==> config.mk <==
export PLATFORM = sky130hd
export DESIGN_NAME = audio_top
export DESIGN_NICKNAME = d
export VERILOG_FILES = /design/src/logic/audio_fmt_pkg.sv /design/src/logic/audio_regs_pkg.sv /design/src/logic/audio_bus_regs.sv /design/src/logic/sample_fifo.sv /design/src/logic/i2s_clkgen.sv /design/src/logic/i2s_serializer.sv /design/src/logic/audio_top.sv
export SDC_FILE = /design/constraint.sdc
export NUM_CORES = 1
export LEC_CHECK = 0
export BUFFER_PORTS_ARGS = -buffer_cell sky130_fd_sc_hd__buf_2
export CAP_MARGIN = 10
export CORE_MARGIN = 3
export CORE_UTILIZATION = 55
export DETAILED_ROUTE_END_ITERATION = 12
export PLACE_DENSITY = 0.79
export SLEW_MARGIN = 20
export SYNTH_ARGS = -nofsm -noshare
export SYNTH_HDL_FRONTEND = slang
export SYNTH_SLANG_ARGS = --single-unit
export TNS_END_PERCENT = 30
==> constraint.sdc <==
create_clock -name clk -period 4.7 [get_ports clk]
set_input_delay 1.175 -clock clk [delete_from_list [all_inputs] [get_ports clk]]
set_output_delay 1.175 -clock clk [all_outputs]
set_load 0.02 [all_outputs]
==> src/logic/audio_fmt_pkg.sv <==
// Audio sample formats
// Stereo sample word as seen from the register bus and from the I2S side
package audio_fmt_pkg;

    // Bits per channel sample
    localparam int SAMPLE_BITS = 16;

    // Bit clock periods in one stereo frame
    localparam int FRAME_BITS = 32;

    // Master clock periods per bit clock period, mclk = 256 x fs
    localparam int MCLK_PER_SCLK = 8;

    typedef logic signed [SAMPLE_BITS-1:0] sample_t;

    // Left channel in the upper half, right channel in the lower half
    typedef struct packed {
        sample_t left;
        sample_t right;
    } stereo_pair_t;

    // Raw bus word on one side, channel pair on the other
    typedef union packed {
        logic [FRAME_BITS-1:0] raw;
        stereo_pair_t          pair;
    } stereo_word_t;

endpackage

==> src/logic/audio_regs_pkg.sv <==
// Audio peripheral register map
// Word offsets and bit positions of the control and status registers
package audio_regs_pkg;

    // Low address bits that select a register
    localparam int REG_ADDR_BITS = 4;

    // Register offsets
    localparam logic [REG_ADDR_BITS-1:0] REG_CTRL   = 4'h0;
    localparam logic [REG_ADDR_BITS-1:0] REG_STATUS = 4'h4;
    localparam logic [REG_ADDR_BITS-1:0] REG_DATA   = 4'h8;

    // Control register fields
    // Bit 0 starts the clocks and the stream
    localparam int CTRL_ENABLE_BIT = 0;
    // 8-bit low-water threshold
    localparam int CTRL_THRESH_LSB = 8;

    // Status register fields
    // FIFO fill level in bits 7:0
    localparam int STAT_LEVEL_LSB = 0;
    localparam int STAT_EMPTY_BIT = 8;
    localparam int STAT_FULL_BIT = 9;
    // Sticky flags, cleared by writing a 1
    localparam int STAT_UNDERRUN_BIT = 10;
    localparam int STAT_OVERFLOW_BIT = 11;

endpackage

==> src/logic/audio_bus_regs.sv <==
// Wishbone register slave of the audio peripheral
// Control and sticky status registers, sample push into the FIFO, low-water interrupt
module audio_bus_regs
    import audio_fmt_pkg::*;
    import audio_regs_pkg::*;
#(
    parameter int FIFO_DEPTH = 16
) (
    input  logic         clk,
    input  logic         rst_i,
    input  logic [31:0]  wb_adr_i,
    input  logic [31:0]  wb_dat_i,
    output logic [31:0]  wb_dat_o,
    input  logic         wb_we_i,
    input  logic         wb_stb_i,
    output logic         wb_ack_o,
    input  logic [7:0]   level_i,
    input  logic         empty_i,
    input  logic         full_i,
    input  logic         underrun_i,
    output logic         push_o,
    output stereo_word_t push_data_o,
    output logic         enable_o,
    output logic         fifo_low_o
);

    logic                     ack_q;
    logic [31:0]              rd_data_q;
    logic                     ctrl_enable_q;
    logic [7:0]               ctrl_thresh_q;
    logic                     underrun_q;
    logic                     overflow_q;
    logic                     fifo_low_q;
    logic [REG_ADDR_BITS-1:0] reg_sel;
    logic                     wr_ack;
    logic                     wr_ctrl;
    logic                     wr_status;
    logic                     wr_data;
    logic [7:0]               thresh_eff;
    logic [31:0]              ctrl_word;
    logic [31:0]              status_word;
    logic [31:0]              rd_mux;

    // Base address is decoded by the interconnect
    assign reg_sel = wb_adr_i[REG_ADDR_BITS-1:0];

    // Writes take effect in the ack cycle
    assign wr_ack    = ack_q & wb_we_i;
    assign wr_ctrl   = wr_ack & (reg_sel == REG_CTRL);
    assign wr_status = wr_ack & (reg_sel == REG_STATUS);
    assign wr_data   = wr_ack & (reg_sel == REG_DATA);

    // A full FIFO drops the word
    assign push_o          = wr_data & ~full_i;
    assign push_data_o.raw = wb_dat_i;

    // Threshold above the depth behaves as the depth
    assign thresh_eff = (ctrl_thresh_q > FIFO_DEPTH) ? 8'(FIFO_DEPTH) : ctrl_thresh_q;

    always_comb begin
        ctrl_word = '0;
        ctrl_word[CTRL_ENABLE_BIT] = ctrl_enable_q;
        ctrl_word[CTRL_THRESH_LSB +: 8] = ctrl_thresh_q;

        status_word = '0;
        status_word[STAT_LEVEL_LSB +: 8] = level_i;
        status_word[STAT_EMPTY_BIT] = empty_i;
        status_word[STAT_FULL_BIT] = full_i;
        status_word[STAT_UNDERRUN_BIT] = underrun_q;
        status_word[STAT_OVERFLOW_BIT] = overflow_q;

        // Data register is write only
        case (reg_sel)
            REG_CTRL:   rd_mux = ctrl_word;
            REG_STATUS: rd_mux = status_word;
            default:    rd_mux = '0;
        endcase
    end

    // Single cycle ack, one cycle after the strobe
    always_ff @(posedge clk) begin
        if (rst_i) begin
            ack_q <= 1'b0;
        end else begin
            ack_q <= wb_stb_i & ~ack_q;
        end
    end

    // Read data captured so it is stable in the ack cycle
    always_ff @(posedge clk) begin
        if (wb_stb_i && !ack_q) begin
            rd_data_q <= rd_mux;
        end
    end

    always_ff @(posedge clk) begin
        if (rst_i) begin
            ctrl_enable_q <= 1'b0;
            ctrl_thresh_q <= '0;
            underrun_q    <= 1'b0;
            overflow_q    <= 1'b0;
            fifo_low_q    <= 1'b0;
        end else begin
            if (wr_ctrl) begin
                ctrl_enable_q <= wb_dat_i[CTRL_ENABLE_BIT];
                ctrl_thresh_q <= wb_dat_i[CTRL_THRESH_LSB +: 8];
            end

            // New events win over a clear in the same cycle
            if (underrun_i) begin
                underrun_q <= 1'b1;
            end else if (wr_status && wb_dat_i[STAT_UNDERRUN_BIT]) begin
                underrun_q <= 1'b0;
            end

            if (wr_data && full_i) begin
                overflow_q <= 1'b1;
            end else if (wr_status && wb_dat_i[STAT_OVERFLOW_BIT]) begin
                overflow_q <= 1'b0;
            end

            fifo_low_q <= ctrl_enable_q && (level_i < thresh_eff);
        end
    end

    assign wb_ack_o   = ack_q;
    assign wb_dat_o   = rd_data_q;
    assign enable_o   = ctrl_enable_q;
    assign fifo_low_o = fifo_low_q;

endmodule

==> src/logic/sample_fifo.sv <==
// Stereo sample FIFO
// Circular buffer with first-word-fall-through read and fill level
module sample_fifo
    import audio_fmt_pkg::*;
#(
    parameter int FIFO_DEPTH = 16
) (
    input  logic         clk,
    input  logic         rst_i,
    input  logic         push_i,
    input  stereo_word_t push_data_i,
    input  logic         pop_i,
    output stereo_word_t rd_data_o,
    output logic [7:0]   level_o,
    output logic         empty_o,
    output logic         full_o
);

    localparam int PTR_BITS = $clog2(FIFO_DEPTH);

    stereo_word_t        mem [FIFO_DEPTH];
    logic [PTR_BITS-1:0] wr_ptr_q;
    logic [PTR_BITS-1:0] rd_ptr_q;
    logic [PTR_BITS:0]   count_q;
    logic                do_push;
    logic                do_pop;

    assign full_o  = (count_q == (PTR_BITS+1)'(FIFO_DEPTH));
    assign empty_o = (count_q == '0);

    // Push while full and pop while empty have no effect
    assign do_push = push_i & ~full_o;
    assign do_pop  = pop_i & ~empty_o;

    // Storage array
    always_ff @(posedge clk) begin
        if (do_push) begin
            mem[wr_ptr_q] <= push_data_i;
        end
    end

    // Pointers wrap on their own since the depth is a power of two
    always_ff @(posedge clk) begin
        if (rst_i) begin
            wr_ptr_q <= '0;
            rd_ptr_q <= '0;
            count_q  <= '0;
        end else begin
            if (do_push) begin
                wr_ptr_q <= wr_ptr_q + 1'b1;
            end
            if (do_pop) begin
                rd_ptr_q <= rd_ptr_q + 1'b1;
            end
            case ({do_push, do_pop})
                2'b10:   count_q <= count_q + 1'b1;
                2'b01:   count_q <= count_q - 1'b1;
                default: count_q <= count_q;
            endcase
        end
    end

    // Head word is visible without a read request
    assign rd_data_o = mem[rd_ptr_q];
    assign level_o   = 8'(count_q);

endmodule

==> src/logic/i2s_clkgen.sv <==
// I2S clock generator
// Master, bit and word clocks from the system clock, with bit and frame strobes
module i2s_clkgen
    import audio_fmt_pkg::*;
#(
    parameter int MCLK_HALF = 2
) (
    input  logic clk,
    input  logic rst_i,
    input  logic enable_i,
    output logic i2s_mclk_o,
    output logic i2s_sclk_o,
    output logic i2s_lrclk_o,
    output logic bit_stb_o,
    output logic frame_stb_o
);

    localparam int PRE_BITS  = (MCLK_HALF > 1) ? $clog2(MCLK_HALF) : 1;
    localparam int HALF_BITS = $clog2(MCLK_PER_SCLK);
    localparam int BIT_BITS  = $clog2(FRAME_BITS);

    logic [PRE_BITS-1:0]  pre_cnt_q;
    logic [HALF_BITS-1:0] half_cnt_q;
    logic [BIT_BITS-1:0]  bit_cnt_q;
    logic                 mclk_q;
    logic                 sclk_q;
    logic                 mclk_tick;
    logic                 sclk_tick;
    logic                 sclk_fall;

    // One tick per master clock half period
    assign mclk_tick = enable_i && (pre_cnt_q == PRE_BITS'(MCLK_HALF - 1));
    // Bit clock toggles every MCLK_PER_SCLK master half periods
    assign sclk_tick = mclk_tick && (half_cnt_q == HALF_BITS'(MCLK_PER_SCLK - 1));
    assign sclk_fall = sclk_tick && sclk_q;

    // Disable holds every counter at zero
    always_ff @(posedge clk) begin
        if (rst_i || !enable_i) begin
            pre_cnt_q  <= '0;
            half_cnt_q <= '0;
            bit_cnt_q  <= '0;
            mclk_q     <= 1'b0;
            sclk_q     <= 1'b0;
        end else begin
            if (mclk_tick) begin
                pre_cnt_q  <= '0;
                mclk_q     <= ~mclk_q;
                half_cnt_q <= half_cnt_q + 1'b1;
            end else begin
                pre_cnt_q <= pre_cnt_q + 1'b1;
            end
            if (sclk_tick) begin
                sclk_q <= ~sclk_q;
            end
            if (sclk_fall) begin
                bit_cnt_q <= bit_cnt_q + 1'b1;
            end
        end
    end

    // Strobes mark the cycle that ends with the bit clock falling
    assign bit_stb_o   = sclk_fall;
    assign frame_stb_o = sclk_fall && (bit_cnt_q == BIT_BITS'(FRAME_BITS - 1));

    assign i2s_mclk_o  = mclk_q;
    assign i2s_sclk_o  = sclk_q;
    // Low for left, high for right
    assign i2s_lrclk_o = bit_cnt_q[BIT_BITS-1];

endmodule

==> src/logic/i2s_serializer.sv <==
// I2S data serializer
// Shifts one stereo word per frame out MSB first, one bit behind the word clock
module i2s_serializer
    import audio_fmt_pkg::*;
(
    input  logic         clk,
    input  logic         rst_i,
    input  logic         bit_stb_i,
    input  logic         frame_stb_i,
    input  stereo_word_t fifo_data_i,
    input  logic         fifo_empty_i,
    output logic         pop_o,
    output logic         underrun_o,
    output logic         i2s_sdata_o
);

    logic [FRAME_BITS-1:0] shift_q;
    logic                  sdata_q;
    logic [FRAME_BITS-1:0] load_word;

    // Left sample leaves first so it goes on top, silence on an empty FIFO
    always_comb begin
        if (fifo_empty_i) begin
            load_word = '0;
        end else begin
            load_word = {fifo_data_i.pair.left, fifo_data_i.pair.right};
        end
    end

    // One word taken per frame
    assign pop_o      = frame_stb_i & ~fifo_empty_i;
    assign underrun_o = frame_stb_i & fifo_empty_i;

    // sdata_q is the delay stage, it carries the previous frame's
    // last bit across the word clock edge
    always_ff @(posedge clk) begin
        if (rst_i) begin
            shift_q <= '0;
            sdata_q <= 1'b0;
        end else if (bit_stb_i) begin
            sdata_q <= shift_q[FRAME_BITS-1];
            if (frame_stb_i) begin
                shift_q <= load_word;
            end else begin
                shift_q <= {shift_q[FRAME_BITS-2:0], 1'b0};
            end
        end
    end

    assign i2s_sdata_o = sdata_q;

endmodule

==> src/logic/audio_top.sv <==
// Audio peripheral top
// Register slave, sample FIFO, I2S clock generator and serializer
module audio_top
    import audio_fmt_pkg::*;
#(
    parameter int FIFO_DEPTH = 16,
    parameter int MCLK_HALF  = 2
) (
    input  logic        clk,
    input  logic        rst_i,

    // Register bus
    input  logic [31:0] wb_adr_i,
    input  logic [31:0] wb_dat_i,
    output logic [31:0] wb_dat_o,
    input  logic        wb_we_i,
    input  logic        wb_stb_i,
    output logic        wb_ack_o,

    // Interrupt level
    output logic        fifo_low_o,

    // I2S
    output logic        i2s_mclk_o,
    output logic        i2s_sclk_o,
    output logic        i2s_lrclk_o,
    output logic        i2s_sdata_o
);

    logic         push;
    stereo_word_t push_data;
    logic         pop;
    stereo_word_t rd_data;
    logic [7:0]   level;
    logic         empty;
    logic         full;
    logic         underrun;
    logic         enable;
    logic         bit_stb;
    logic         frame_stb;

    audio_bus_regs #(
        .FIFO_DEPTH(FIFO_DEPTH)
    ) audio_bus_regs_i (
        .clk(clk),
        .rst_i(rst_i),
        .wb_adr_i(wb_adr_i),
        .wb_dat_i(wb_dat_i),
        .wb_dat_o(wb_dat_o),
        .wb_we_i(wb_we_i),
        .wb_stb_i(wb_stb_i),
        .wb_ack_o(wb_ack_o),
        .level_i(level),
        .empty_i(empty),
        .full_i(full),
        .underrun_i(underrun),
        .push_o(push),
        .push_data_o(push_data),
        .enable_o(enable),
        .fifo_low_o(fifo_low_o)
    );

    sample_fifo #(
        .FIFO_DEPTH(FIFO_DEPTH)
    ) sample_fifo_i (
        .clk(clk),
        .rst_i(rst_i),
        .push_i(push),
        .push_data_i(push_data),
        .pop_i(pop),
        .rd_data_o(rd_data),
        .level_o(level),
        .empty_o(empty),
        .full_o(full)
    );

    i2s_clkgen #(
        .MCLK_HALF(MCLK_HALF)
    ) i2s_clkgen_i (
        .clk(clk),
        .rst_i(rst_i),
        .enable_i(enable),
        .i2s_mclk_o(i2s_mclk_o),
        .i2s_sclk_o(i2s_sclk_o),
        .i2s_lrclk_o(i2s_lrclk_o),
        .bit_stb_o(bit_stb),
        .frame_stb_o(frame_stb)
    );

    i2s_serializer i2s_serializer_i (
        .clk(clk),
        .rst_i(rst_i),
        .bit_stb_i(bit_stb),
        .frame_stb_i(frame_stb),
        .fifo_data_i(rd_data),
        .fifo_empty_i(empty),
        .pop_o(pop),
        .underrun_o(underrun),
        .i2s_sdata_o(i2s_sdata_o)
    );

endmodule

# --- Yosys cells after proc, flatten, opt, wreduce, memory -nomap -nowiden ---
# Memories as Yosys holds them, arrays and structs flattened. A register that Yosys moved wholly into a read port is not among the register bits.
# Cells that the tools add are included.
word_totals:
  regBits: 102
  latch_bits: 0
  ramBits: 512
  romBits: 0
  input_bits: 68
  out_inout_bits: 38
  word_cells: 80
  memories: 1
classes:
  add_sub_neg: 7
  mul: 0
  n_div: 0
  order_cmp: 2
  eq_ne: 7
  n_shift: 0
  n_mux: 13
  bitwise_logic: 15
  n_reduce_logical: 18
mem_list:
  columns: ["memory", "depth", "width", "read_ports", "rd_ports_with_merged_regs", "write_ports", "line", "rtl"]
  rows:
  - ["sample_fifo_i.mem", 16, 32, 1, 1, 1, "sample_fifo.sv:21", "stereo_word_t mem [FIFO_DEPTH];"]
ops:
  columns: ["cell", "n"]
  rows:
  - ["two-way mux 32 bit", 2]
  - ["one-hot mux 16 bit (2 select lines)", 1]
  - ["adder 5 x 1 -> 5 bit (second input constant)", 2]
  - ["bitwise AND 1 bit", 10]
  - ["equality test 5 bit (second input constant)", 2]
  - ["one-hot mux 5 bit (2 select lines)", 1]
  - ["logical AND 1 bit", 9]
  - ["adder 4 x 1 -> 4 bit (second input constant)", 2]
  - ["greater-than comparator 8 x 5 -> 1 bit (second input constant)", 1]
  - ["< comparator 5 x 8 -> 1 bit", 1]
  - ["two-way mux 4 bit", 2]
  - ["two-way mux 8 bit", 1]
  - ["two-way mux 1 bit", 6]
  - ["nonzero test 2 bit", 3]
  - ["zero test 5 bit", 1]
  - ["inverter 1 bit", 5]
  - ["subtractor 5 x 1 -> 5 bit (second input constant)", 1]
  - ["equality test 4 x 3 -> 1 bit (second input constant)", 1]
  - ["equality test 4 bit (second input constant)", 1]
  - ["zero test 4 bit", 1]
  - ["adder 3 x 1 -> 3 bit (second input constant)", 1]
  - ["equality test 3 bit (second input constant)", 1]
  - ["equality test 2 x 1 -> 1 bit (second input constant)", 1]
  - ["equality test 2 bit (second input constant)", 1]
  - ["4 further kinds", 5]

# --- Depth between registers and ports, before layout ---
# Gate-level depths: netlist of run 1.
logic_depth:
  depth_word: 8
  depth_mapped: 14
  mapped_depth_nobuf: 12

# --- Hierarchy ---
# A second synthesis of run 1 with hierarchy kept.
hier_totals:
  hier_cells: 1314
  area_unflattened_um2: 24025.5
modules_own_cells:
  columns: ["module", "instances", "cells_each", "area_each_um2", "seq_area_each_um2"]
  rows:
  - ["sample_fifo", 1, 913, 20145.6, 15715.1]
  - ["audio_bus_regs", 1, 166, 1729.2, 740.7]
  - ["i2s_serializer", 1, 185, 1670.4, 660.6]
  - ["i2s_clkgen", 1, 50, 480.5, 220.2]

# --- Least setup slack after synthesis of run 1 ---
# No wires, ideal clock.
synth_timing:
  path_type: "input-to-reg"
  start: "input port wb_adr_i[2]"
  end: "memory sample_fifo_i.mem[0][0] in the netlist's numbering (enable)"
  setup_ns: 0.461
  arrival_ns: 4.231
  required_ns: 4.239
  setup_slack_ns: 0.008
  path_stages: 4
  n_path_buf: 0
  path_cell_list: "or3_4 > a211oi_4 > nand2_1 > nor3_1"
synth_between:
  elab_chain_cells: 6
synth_lines:
  columns: ["element", "line", "rtl"]
  rows:
  - ["from (decl)", "audio_top.sv:13", "input logic [31:0] wb_adr_i,"]
  - ["equality test 4 bit", "audio_bus_regs.sv:51", "assign wr_data = wr_ack & (reg_sel == REG_DATA);"]
  - ["bitwise AND 1 bit", "audio_bus_regs.sv:51", null]
  - ["bitwise AND 1 bit", "audio_bus_regs.sv:54", "assign push_o = wr_data & ~full_i;"]
  - ["bitwise AND 1 bit", "sample_fifo.sv:32", "assign do_push = push_i & ~full_o;"]
  - ["two-way mux 1 bit", "sample_fifo.sv:37", "if (do_push) begin"]
  - ["two-way mux 1 bit (not written as such)", "sample_fifo.sv:38", "mem[wr_ptr_q] <= push_data_i;"]
  - ["to (decl)", "sample_fifo.sv:21", null]
# No other way between the ends.

# --- Final worst setup path of run 1 ---
layout_timing:
  start: "input port wb_adr_i[2]"
  end: "register sample_fifo_i.count_q[4]"
layout_between:
  elab_chain_cells: 6
  word_cells_on_any_way: 8
  classes_between: "3 x eq/ne; 1 x mux; 3 x bitwise; 1 x reduce/logical"
layout_lines:
  columns: ["element", "line", "rtl"]
  rows:
  - ["equality test 4 bit *", "audio_bus_regs.sv:51", null]
  - ["bitwise AND 1 bit *", "audio_bus_regs.sv:51", null]
  - ["bitwise AND 1 bit *", "audio_bus_regs.sv:54", null]
  - ["bitwise AND 1 bit *", "sample_fifo.sv:32", null]
  - ["equality test 2 x 1 -> 1 bit or equality test 2 bit (tied branches)", "sample_fifo.sv:55", "case ({do_push, do_pop})"]
  - ["one-hot mux 5 bit (2 select lines) or nonzero test 2 bit (tied branches)", null, null]
  - ["to (signal assigned)", "sample_fifo.sv:56", "2'b10: count_q <= count_q + 1'b1;"]
  - ["to (signal assigned)", "sample_fifo.sv:57", "2'b01: count_q <= count_q - 1'b1;"]
  - ["to (signal assigned)", "sample_fifo.sv:58", "default: count_q <= count_q;"]
  - ["to (decl)", "sample_fifo.sv:24", "logic [PTR_BITS:0] count_q;"]
# Every way passes the cells marked *; elsewhere a longest branch is shown, timed or not.
# A chain may end at the register's enable or synchronous reset.

==> results of run 1 <==
==> cell families (layout without fill, tap and decap cells) <==
kind of cell	count (synthesis)	count (layout)
adder cells (fa/ha/maj)	16	16
multiplexers	239	239
other	1	19
AND/OR/NAND/NOR	175	175
XOR/XNOR	13	13
flip-flops	599	599
buffers and inverters	107	208
AO/OA/AOI/OAI	125	125
==> synthesized netlist by cell type (8+ instances only) <==
cell	instances
ha_1	16
xor2_1	9
mux2_2	33
inv_1	8
clkbuf_1	32
dfxtp_1	74
a21oi_1	40
nor2_1	109
buf_2	20
a211oi_1	27
nand2_1	17
a22oi_1	32
buf_4	28
mux2i_1	78
edfxtp_1	525
mux4_2	127
==> per-layer routing <==
metal  part of all wire, %  up-vias
met5                     0        -
met4                   2.7        0
met3                   7.0       94
met2                    48      432
met1                    42     6139
li1                      -     5224
==> report_power, final <==
group | switching, mW | internal [mW] | leakage, nW | total, mW
clock network | 1.89 | 2.43 | 0.866 | 4.33
logic | 0.105 | 0.0216 | 2.03 | 0.127
registers | 0.00253 | 5.78 | 5.33 | 5.78
total | 2.00 | 8.24 | 8.22 | 10.2
==> layout make-up <==
type,count,area (µm²)
fill,2825,15800
clock buffer,76,1560
clock inverter,29,205
multi-input combinational,587,6240
inverter,9,33.8
sequential,599,17300
tap,577,722
timing repair buffer,94,673
==> registers in the layout, indices dropped and copies added, names as in the netlist, 3 cells and up, named ones only <==
signal / count
sample_fifo_i.mem: 512
i2s_serializer_i.shift_q: 32
audio_bus_regs_i.wb_dat_o: 13
audio_bus_regs_i.ctrl_thresh_q: 8
i2s_clkgen_i.bit_cnt_q: 5
sample_fifo_i.count_q: 5
sample_fifo_i.rd_ptr_q: 4
sample_fifo_i.wr_ptr_q: 4
i2s_clkgen_i.half_cnt_q: 3
==> metrics by stage <==
step / power [mW] / hold WS [ps]
after CTS: 10.3 / 468
after detailed placement: 6.02 / 460
after global placement: 6.01 / 446
after global routing: 10.5 / 496
after floorplan: 5.95 / 432
final: 10.2 / 462
==> final timing paths <==
kind	depth (start not counted)	endpoint
setup / recovery	11	sample_fifo_i.count_q[4]
hold / removal	2	i2s_serializer_i.i2s_sdata_o
setup reg to reg	12	sample_fifo_i.count_q[4]
hold reg to reg	2	i2s_serializer_i.i2s_sdata_o
==> worst max-delay path, delay by kind of cell <==
kind	cells	cell delay, ps
AOI/OAI and AO/OA	3	610
xor gates and xnor gates	1	170
buffers and inverters	2	220
muxes	1	350
and+or+nand+nor	2	780
adders and majority gates	2	480
==> results.json, run 1 <==
{
  "status": "completed",
  "num_vias": 11900,
  "cts_made_buffers": 57,
  "postSynthAreaPerCell_um2": 18.8,
  "synth_cell_types": 55,
  "avgRoutedWirePerCell_um": 23.8,
  "clk_latency_ps": 610,
  "yosysTopAreaCell": "edfxtp_1",
  "worstReg2RegStart": "i2s_clkgen_i.half_cnt_q[0]",
  "ys_warn_count": 0,
  "cts_buffer_depth": 3,
  "synth.area.mux_share_pct": 16.8,
  "post_cts.repair.setup_buffers": 0,
  "ctsHtreeMaxLevel": 2,
  "finalCritPeriodShare_pct": 70.4,
  "ir_drop_mv": 0.273,
  "synth-edff-count": 525,
  "vias_per_cell": 6.03,
  "end_kind": "flop",
  "root_buffer": "clkbuf_16",
  "grt_overflow": 0,
  "timing_hold_violations_final": 0,
  "cp_max_fo": 9,
  "drt_iter0_markers": 1221,
  "dp_cells": 1866,
  "relSlewSlack_pct": 28.0,
  "synthFlopType": "edfxtp_1",
  "slew_violations": 0,
  "ctsResizeCount": 0,
  "critPathLaunchType": "primary input",
  "critPathKind": "primary input to flop",
  "crit_chain": "buf_2, or3_4, a211oi_4, inv_2, ha_1, xor2_1, ha_1, a21oi_1, or3_1, a31oi_1, mux2_2",
  "final_antenna_net_count": 0,
  "busiest_layer": "met2",
  "grtUsageMet1_pct": 28.8,
  "first_global_vias": 12100,
  "drive_above_1_share_pct": 26.3,
  "critPathMaxStageDelay_ps": 420,
  "tightest_slew_ps": 1070,
  "period_minus_slack_ps": 3310,
  "pin_count": 106,
  "start_util_pct": 56.4,
  "ys_ff_latch": 599,
  "grt_usage_pct": 20.6,
  "yosysSeqAreaShare_pct": 71.9,
  "finalWirelength_um": 47000,
  "ctsHoldBuffers": 0,
  "timing.critical_path.from": "wb_adr_i[2]",
  "grt_use_met3_pct": 4.41,
  "area_delta_synth_final_pct": 11.3,
  "instances_no_fill": 1971,
  "gp_congestion": 0.799,
  "fp.dieH_um": 215,
  "cts_sinks": 599,
  "core_um2": 42500,
  "synth_xor_area_share_pct": 0.475,
  "fmax_ghz": 0.302,
  "mostFrequentLayoutCell": "edfxtp_1",
  "regToRegSetupSlack_ps": 1430,
  "drt_first_pass_iters": 5,
  "n_antenna_cell": 0,
  "maxCapViolCount": 0,
  "grt_max_degree": 98,
  "synth_area_leaders": "edfxtp_1 66%, mux4_2 12%, dfxtp_1 6.2%",
  "power_density_nw_per_um2": 384,
  "antenna_found_initial": 0,
  "utilization_pct": 62.8,
  "async_reset_ff_share_pct": 0,
  "leakagePower_nw": 8.22,
  "path_clk_slew_ps": 60,
  "die-area_um2": 46100,
  "synth-simple-area-share_pct": 3.39,
  "crit_required_ps": 5190,
  "hpwl_um": 26000,
  "synth_top_family_by_area": "multiplexers",
  "synthAdderAreaFrac_pct": 0.835,
  "netlist_area_um2": 24000,
  "syn_inst": 1275,
  "drc": 0,
  "netlist.area_leader.share_pct": 65.7,
  "synth_compound_gate_area_share_pct": 3.70,
  "setup_viol": 0,
  "placed_cell_area_um2": 24900,
  "holdCritPathClass": "flop to flop",
  "min_from": "i2s_serializer_i.i2s_sdata_o",
  "pre_cts_slack_ps": 799,
  "grt_first_pass_wirelength_um": 72500,
  "crit_top_cell": "ha_1",
  "io_buffers": 58,
  "layout_common_cells": "525 x edfxtp_1, 127 x mux4_2, 97 x nor2_1, 78 x mux2i_1, 70 x dfxtp_1",
  "rsz0062_at_grt": "false",
  "final_area_um2": 26700,
  "clock_skew_ps": 15.7,
  "tns_ps": 0,
  "nNetsFinal": 1432,
  "cp.arrival_ps": 3800,
  "cts_tree": "yes",
  "rows": 75,
  "met2_usage_pct": 32.8,
  "slowest_stage": "or3_4",
  "die_x_um": 215,
  "fin_ws_ps": 1390
}
Power figures use the tool's default switching activity.
==> run 2, diff against run 1 <==
CORE_UTILIZATION = 60   (was 55)
PLACE_DENSITY = 0.82   (was 0.79)
clock period = 3.4 ns   (was 4.7 ns; I/O delays follow)
==> run 2 against run 1 <==
Sequential share of layout area down 0.34 points; non-clock buffer count up 15; register-to-register slack got worse by 910 ps; sequential cell count did not move; global-route usage is 2.6 points higher; largest cell class unchanged; wire length is 1.6% higher; clock skew rose by 8.0 ps; first-iteration DRC count grew 26%; setup slack got worse by 870 ps; design area up 0.53%; die area down 8.1%; clock power grew 41%.
==> results.json, run 2 (same netlist as run 1, synthesis figures left out) <==
{
  "first_global_vias": 12600,
  "crit_required_ps": 3900,
  "grt_usage_pct": 23.2,
  "cts_sinks": 599,
  "hpwl_um": 26400,
  "clock_skew_ps": 23.6,
  "dp_cells": 1822,
  "area_delta_synth_final_pct": 11.9,
  "drt_iter0_markers": 1536,
  "pin_count": 106,
  "timing_hold_violations_final": 0,
  "gp_congestion": 0.764,
  "n_antenna_cell": 0,
  "drive_above_1_share_pct": 27.1,
  "io_buffers": 58,
  "cp_max_fo": 9,
  "hold_slack_ps": 472,
  "pre_cts_slack_ps": 112,
  "antenna_found_initial": 0,
  "finalCritPeriodShare_pct": 84.6,
  "relSlewSlack_pct": 25.9,
  "rows": 72,
  "ctsHtreeMaxLevel": 2,
  "tightest_slew_ps": 1110,
  "holdCritPathClass": "flop to flop",
  "cts_made_buffers": 57,
  "layout_common_cells": "525 x edfxtp_1, 127 x mux4_2, 97 x nor2_1, 78 x mux2i_1, 70 x dfxtp_1",
  "root_buffer": "clkbuf_16",
  "grt_overflow": 0,
  "ctsResizeCount": 0,
  "ctsHoldBuffers": 0,
  "cts_tree": "yes",
  "drt_first_pass_iters": 6,
  "final_area_um2": 26800,
  "leakagePower_nw": 8.29,
  "fp.dieH_um": 206,
  "mostFrequentLayoutCell": "edfxtp_1",
  "tns_ps": 0,
  "cts_buffer_depth": 3,
  "maxCapViolCount": 0,
  "drc": 0,
  "power_density_nw_per_um2": 533,
  "top_register": "sample_fifo_i.mem",
  "largest_reg_flops": 512,
  "placed_cell_area_um2": 25000,
  "path_clk_slew_ps": 60,
  "end_kind": "flop",
  "vias_per_cell": 6.29,
  "grt_max_degree": 49,
  "slew_violations": 0,
  "nNetsFinal": 1447,
  "rsz0062_at_grt": "false",
  "finalWirelength_um": 47700,
  "fin_ws_ps": 524,
  "final_antenna_net_count": 0,
  "clk_latency_ps": 610,
  "setup_viol": 0,
  "num_vias": 12100,
  "die-area_um2": 42400,
  "die_x_um": 206,
  "ir_drop_mv": 0.417,
  "cp.arrival_ps": 3380,
  "fmax_ghz": 0.348,
  "instances_no_fill": 1929,
  "fillers": 2387,
  "core_um2": 39100,
  "grt_first_pass_wirelength_um": 73400,
  "critPathLaunchType": "flop",
  "critPathKind": "flop to flop",
  "period_minus_slack_ps": 2880,
  "post_cts.repair.setup_buffers": 0,
  "avgRoutedWirePerCell_um": 24.7,
  "status": "completed",
  "start_util_pct": 61.3
}
run 2: cell count changes in the layout (fill, tap and decap cells not counted), moves of 2 or more:
cell,delta
buf_12,+2
clkinvlp_4,+3
nor3_2,-4
clkinv_2,-4
bufinv_16,+2
nor3_4,+4
buf_4,+13
clkinv_1,-2
run 2: final timing paths:
path / cells past startpoint / to / startpoint / slack [ps]
max reg2reg: 10 / sample_fifo_i.count_q[4] / sample_fifo_i.count_q[3] / 520
max: 10 / sample_fifo_i.count_q[4] / sample_fifo_i.count_q[3] / 520
min: 2 / i2s_serializer_i.i2s_sdata_o / i2s_serializer_i.i2s_sdata_o / 470
min reg2reg: 2 / i2s_serializer_i.i2s_sdata_o / i2s_serializer_i.i2s_sdata_o / 470
run 2: cell type report:
type	count	area [µm²]	area share (%)
clock buffers	77	1550	5.78
clock inverters	30	269	1.00
inverters	9	33.8	0.126
multi-input cells	587	6260	23.3
flip-flops and latches	599	17300	64.3
well taps	518	648	2.42
repair buffers	109	811	3.02
run 2: through the flow:
| stage | utilization [%] | power (mW) |
|---|---|---|
| after CTS | 68.6 | 14.4 |
| after global placement | 64.0 | 8.32 |
| final | 68.6 | 14.3 |
| after floorplan | - | 8.23 |
| after global routing | 68.6 | 14.7 |
| after detailed placement | 64.0 | 8.33 |
run 2: worst max-delay path, cell delays in order, from the launching register on:
cell,delay [ps]
dfxtp_1,400
or4_4,500
o211ai_4,310
inv_1,100
ha_1,220
xor2_1,140
ha_1,160
a21oi_1,70
or3_1,360
a31oi_1,180
mux2_2,340
run 2: metal layers:
layer / vias up / track usage (%) / share of wire, %
met1: 6198 / 32.1 / 40
li1: 5266 / - / -
met4: 0 / 8.61 / 3.6
met3: 124 / 3.95 / 7.2
met5: - / 0 / 0
met2: 555 / 37.7 / 49
run 2: power by group:
part	switching [mW]	internal, mW	leakage (nW)
Combinational	0.149	0.0318	2.09
Sequential	0.00330	7.99	5.33
Clock	2.62	3.50	0.875
Total	2.77	11.5	8.29
==> run 3, diff against run 2 <==
CORE_UTILIZATION = 55   (was 60)
PLACE_DENSITY = 0.79   (was 0.82)
clock period = 2.4 ns   (was 3.4 ns; I/O delays follow)
==> run 3 against run 2 <==
The flow now finishes with violations (setup timing); die area up 8.8%; cell count up 6.0%; combinational power up 50%; critical endpoint unchanged; highest routed layer is now met5.
==> results.json, run 3 (same netlist as run 1, synthesis figures left out) <==
{
  "status": "finished, violations left",
  "violations": "setup timing",
  "cp.arrival_ps": 3140,
  "core_um2": 42500,
  "drt_first_pass_iters": 5,
  "clk_latency_ps": 600,
  "instances_no_fill": 2044,
  "dp_cells": 1938,
  "hpwl_um": 29100,
  "avgRoutedWirePerCell_um": 24.6,
  "rows": 75,
  "critPathKind": "flop to flop",
  "mostFrequentLayoutCell": "edfxtp_1",
  "cts_made_buffers": 57,
  "num_vias": 12400,
  "nNetsFinal": 1504,
  "grt_first_pass_wirelength_um": 77600,
  "die-area_um2": 46100,
  "finalCritPeriodShare_pct": 111,
  "cts_sinks": 599,
  "root_buffer": "clkbuf_16",
  "antenna_found_initial": 1,
  "p_total_mw": 20.3,
  "pin_count": 106,
  "area_delta_synth_final_pct": 15.6,
  "finalWirelength_um": 50300,
  "path_clk_slew_ps": 60,
  "largest_reg_flops": 512,
  "layout_common_cells": "525 x edfxtp_1, 127 x mux4_2, 97 x nor2_1, 78 x mux2i_1, 69 x buf_4",
  "drive_above_1_share_pct": 30.8,
  "top_register": "sample_fifo_i.mem",
  "drc": 0,
  "swShare_pct": 19.4,
  "n_antenna_cell": 0,
  "grt_usage_pct": 22.0,
  "gp_congestion": 0.806,
  "p_sw_mw": 3.93,
  "start_util_pct": 56.4,
  "ir_drop_mv": 0.596,
  "maxCapViolCount": 0,
  "cp_max_fo": 3,
  "period_minus_slack_ps": 2650,
  "die_x_um": 215,
  "relSlewSlack_pct": 65.1,
  "combPwrFrac_pct": 1.3,
  "fillers": 2694,
  "ctsHoldBuffers": 0,
  "cts_buffer_depth": 3,
  "holdCritPathClass": "primary input to flop",
  "power_density_nw_per_um2": 733,
  "slew_violations": 0,
  "clock_skew_ps": 13.5,
  "cts_tree": "yes",
  "final_antenna_net_count": 0,
  "pwr-share-seq_pct": 55.7,
  "tightest_slew_ps": 524,
  "grt_max_degree": 94,
  "ctsHtreeMaxLevel": 2,
  "pre_cts_slack_ps": -532,
  "critPathLaunchType": "flop",
  "clkPwrFrac_pct": 42.9,
  "fp.dieH_um": 215,
  "crit_required_ps": 2880,
  "vias_per_cell": 6.06,
  "io_buffers": 58,
  "p_int_mw": 16.4,
  "grt_overflow": 0,
  "rsz0062_at_grt": "true",
  "first_global_vias": 12800,
  "fin_ws_ps": -253,
  "end_kind": "flop",
  "leakagePower_nw": 8.69,
  "setup_viol": 3,
  "drt_iter0_markers": 1278,
  "fmax_ghz": 0.377,
  "timing_hold_violations_final": 0
}
[run 3: cell types whose count changed in the layout (fill, tap and decap cells not counted), sizes merged]
cell	change
buf	+57
bufinv	-1
clkbuf	+4
clkinv	-3
clkinvlp	-3
inv	+2
[run 3: power groups by stage]
stage          sequential [mW]  clock, mW  combinational (mW)
2_1_floorplan             11.6          0              0.0858
3_3_place_gp              11.5          0               0.251
3_5_place_dp              11.5          0               0.269
4_1_cts                   11.3       8.85               0.269
5_1_grt                   11.3       9.25               0.295
6_report                  11.3       8.72               0.271
[run 3: cell type report]
type | count | area (µm²) | share of cell area [%]
clock buffer | 81 | 1620 | 5.84
clock inverter | 25 | 205 | 0.740
inverter | 9 | 33.8 | 0.122
multi-input combinational | 587 | 6290 | 22.7
sequential | 599 | 17300 | 62.3
tap | 577 | 722 | 2.60
timing repair buffer | 166 | 1590 | 5.73
[run 3: path summary, 6_finish.rpt]
kind	from	endpoint	slack, ps	depth (start not counted)
setup / recovery	sample_fifo_i.count_q[0]	sample_fifo_i.count_q[4]	-250	10
hold / removal	wb_dat_i[23]	sample_fifo_i.mem[4][23]	370	1
setup reg to reg	sample_fifo_i.count_q[0]	sample_fifo_i.count_q[4]	-250	10
hold reg to reg	i2s_clkgen_i.bit_cnt_q[4]	i2s_clkgen_i.bit_cnt_q[4]	480	2
[run 3: worst max-delay path, stage by stage, from the launching register on]
cell,delay (ps)
dfxtp_2,320
or4_4,550
o211ai_4,190
inv_2,80
ha_4,160
xor2_1,150
ha_2,190
a21oi_2,40
or3_1,320
a31oi_1,200
mux2_2,350
[run 3: stage by stage]
stage	area [µm²]	hold slack [ps]	utilization (%)	TNS [ps]
after global routing	27700	366	65.2	-617
final	27700	369	65.2	-340
after global placement	25900	448	60.9	-53480
after detailed placement	25900	467	60.9	-56350
after floorplan	24200	432	-	-194710
after CTS	27700	340	65.2	-379
[run 3: what timing repair did]
item | CTS | global route
pin swaps | 0 | 2
gates cloned | 0 | 0
setup buffers | 0 | 0
gates resized for setup | 2 | 4
setup endpoints to repair | 3 | 3
[run 3: routing by layer]
layer | GRT usage, % | wire [µm]
met1 | 30.6 | 20300
met2 | 35.9 | 25000
met3 | 4.01 | 3640
met4 | 7.25 | 1460
met5 | 0 | 11
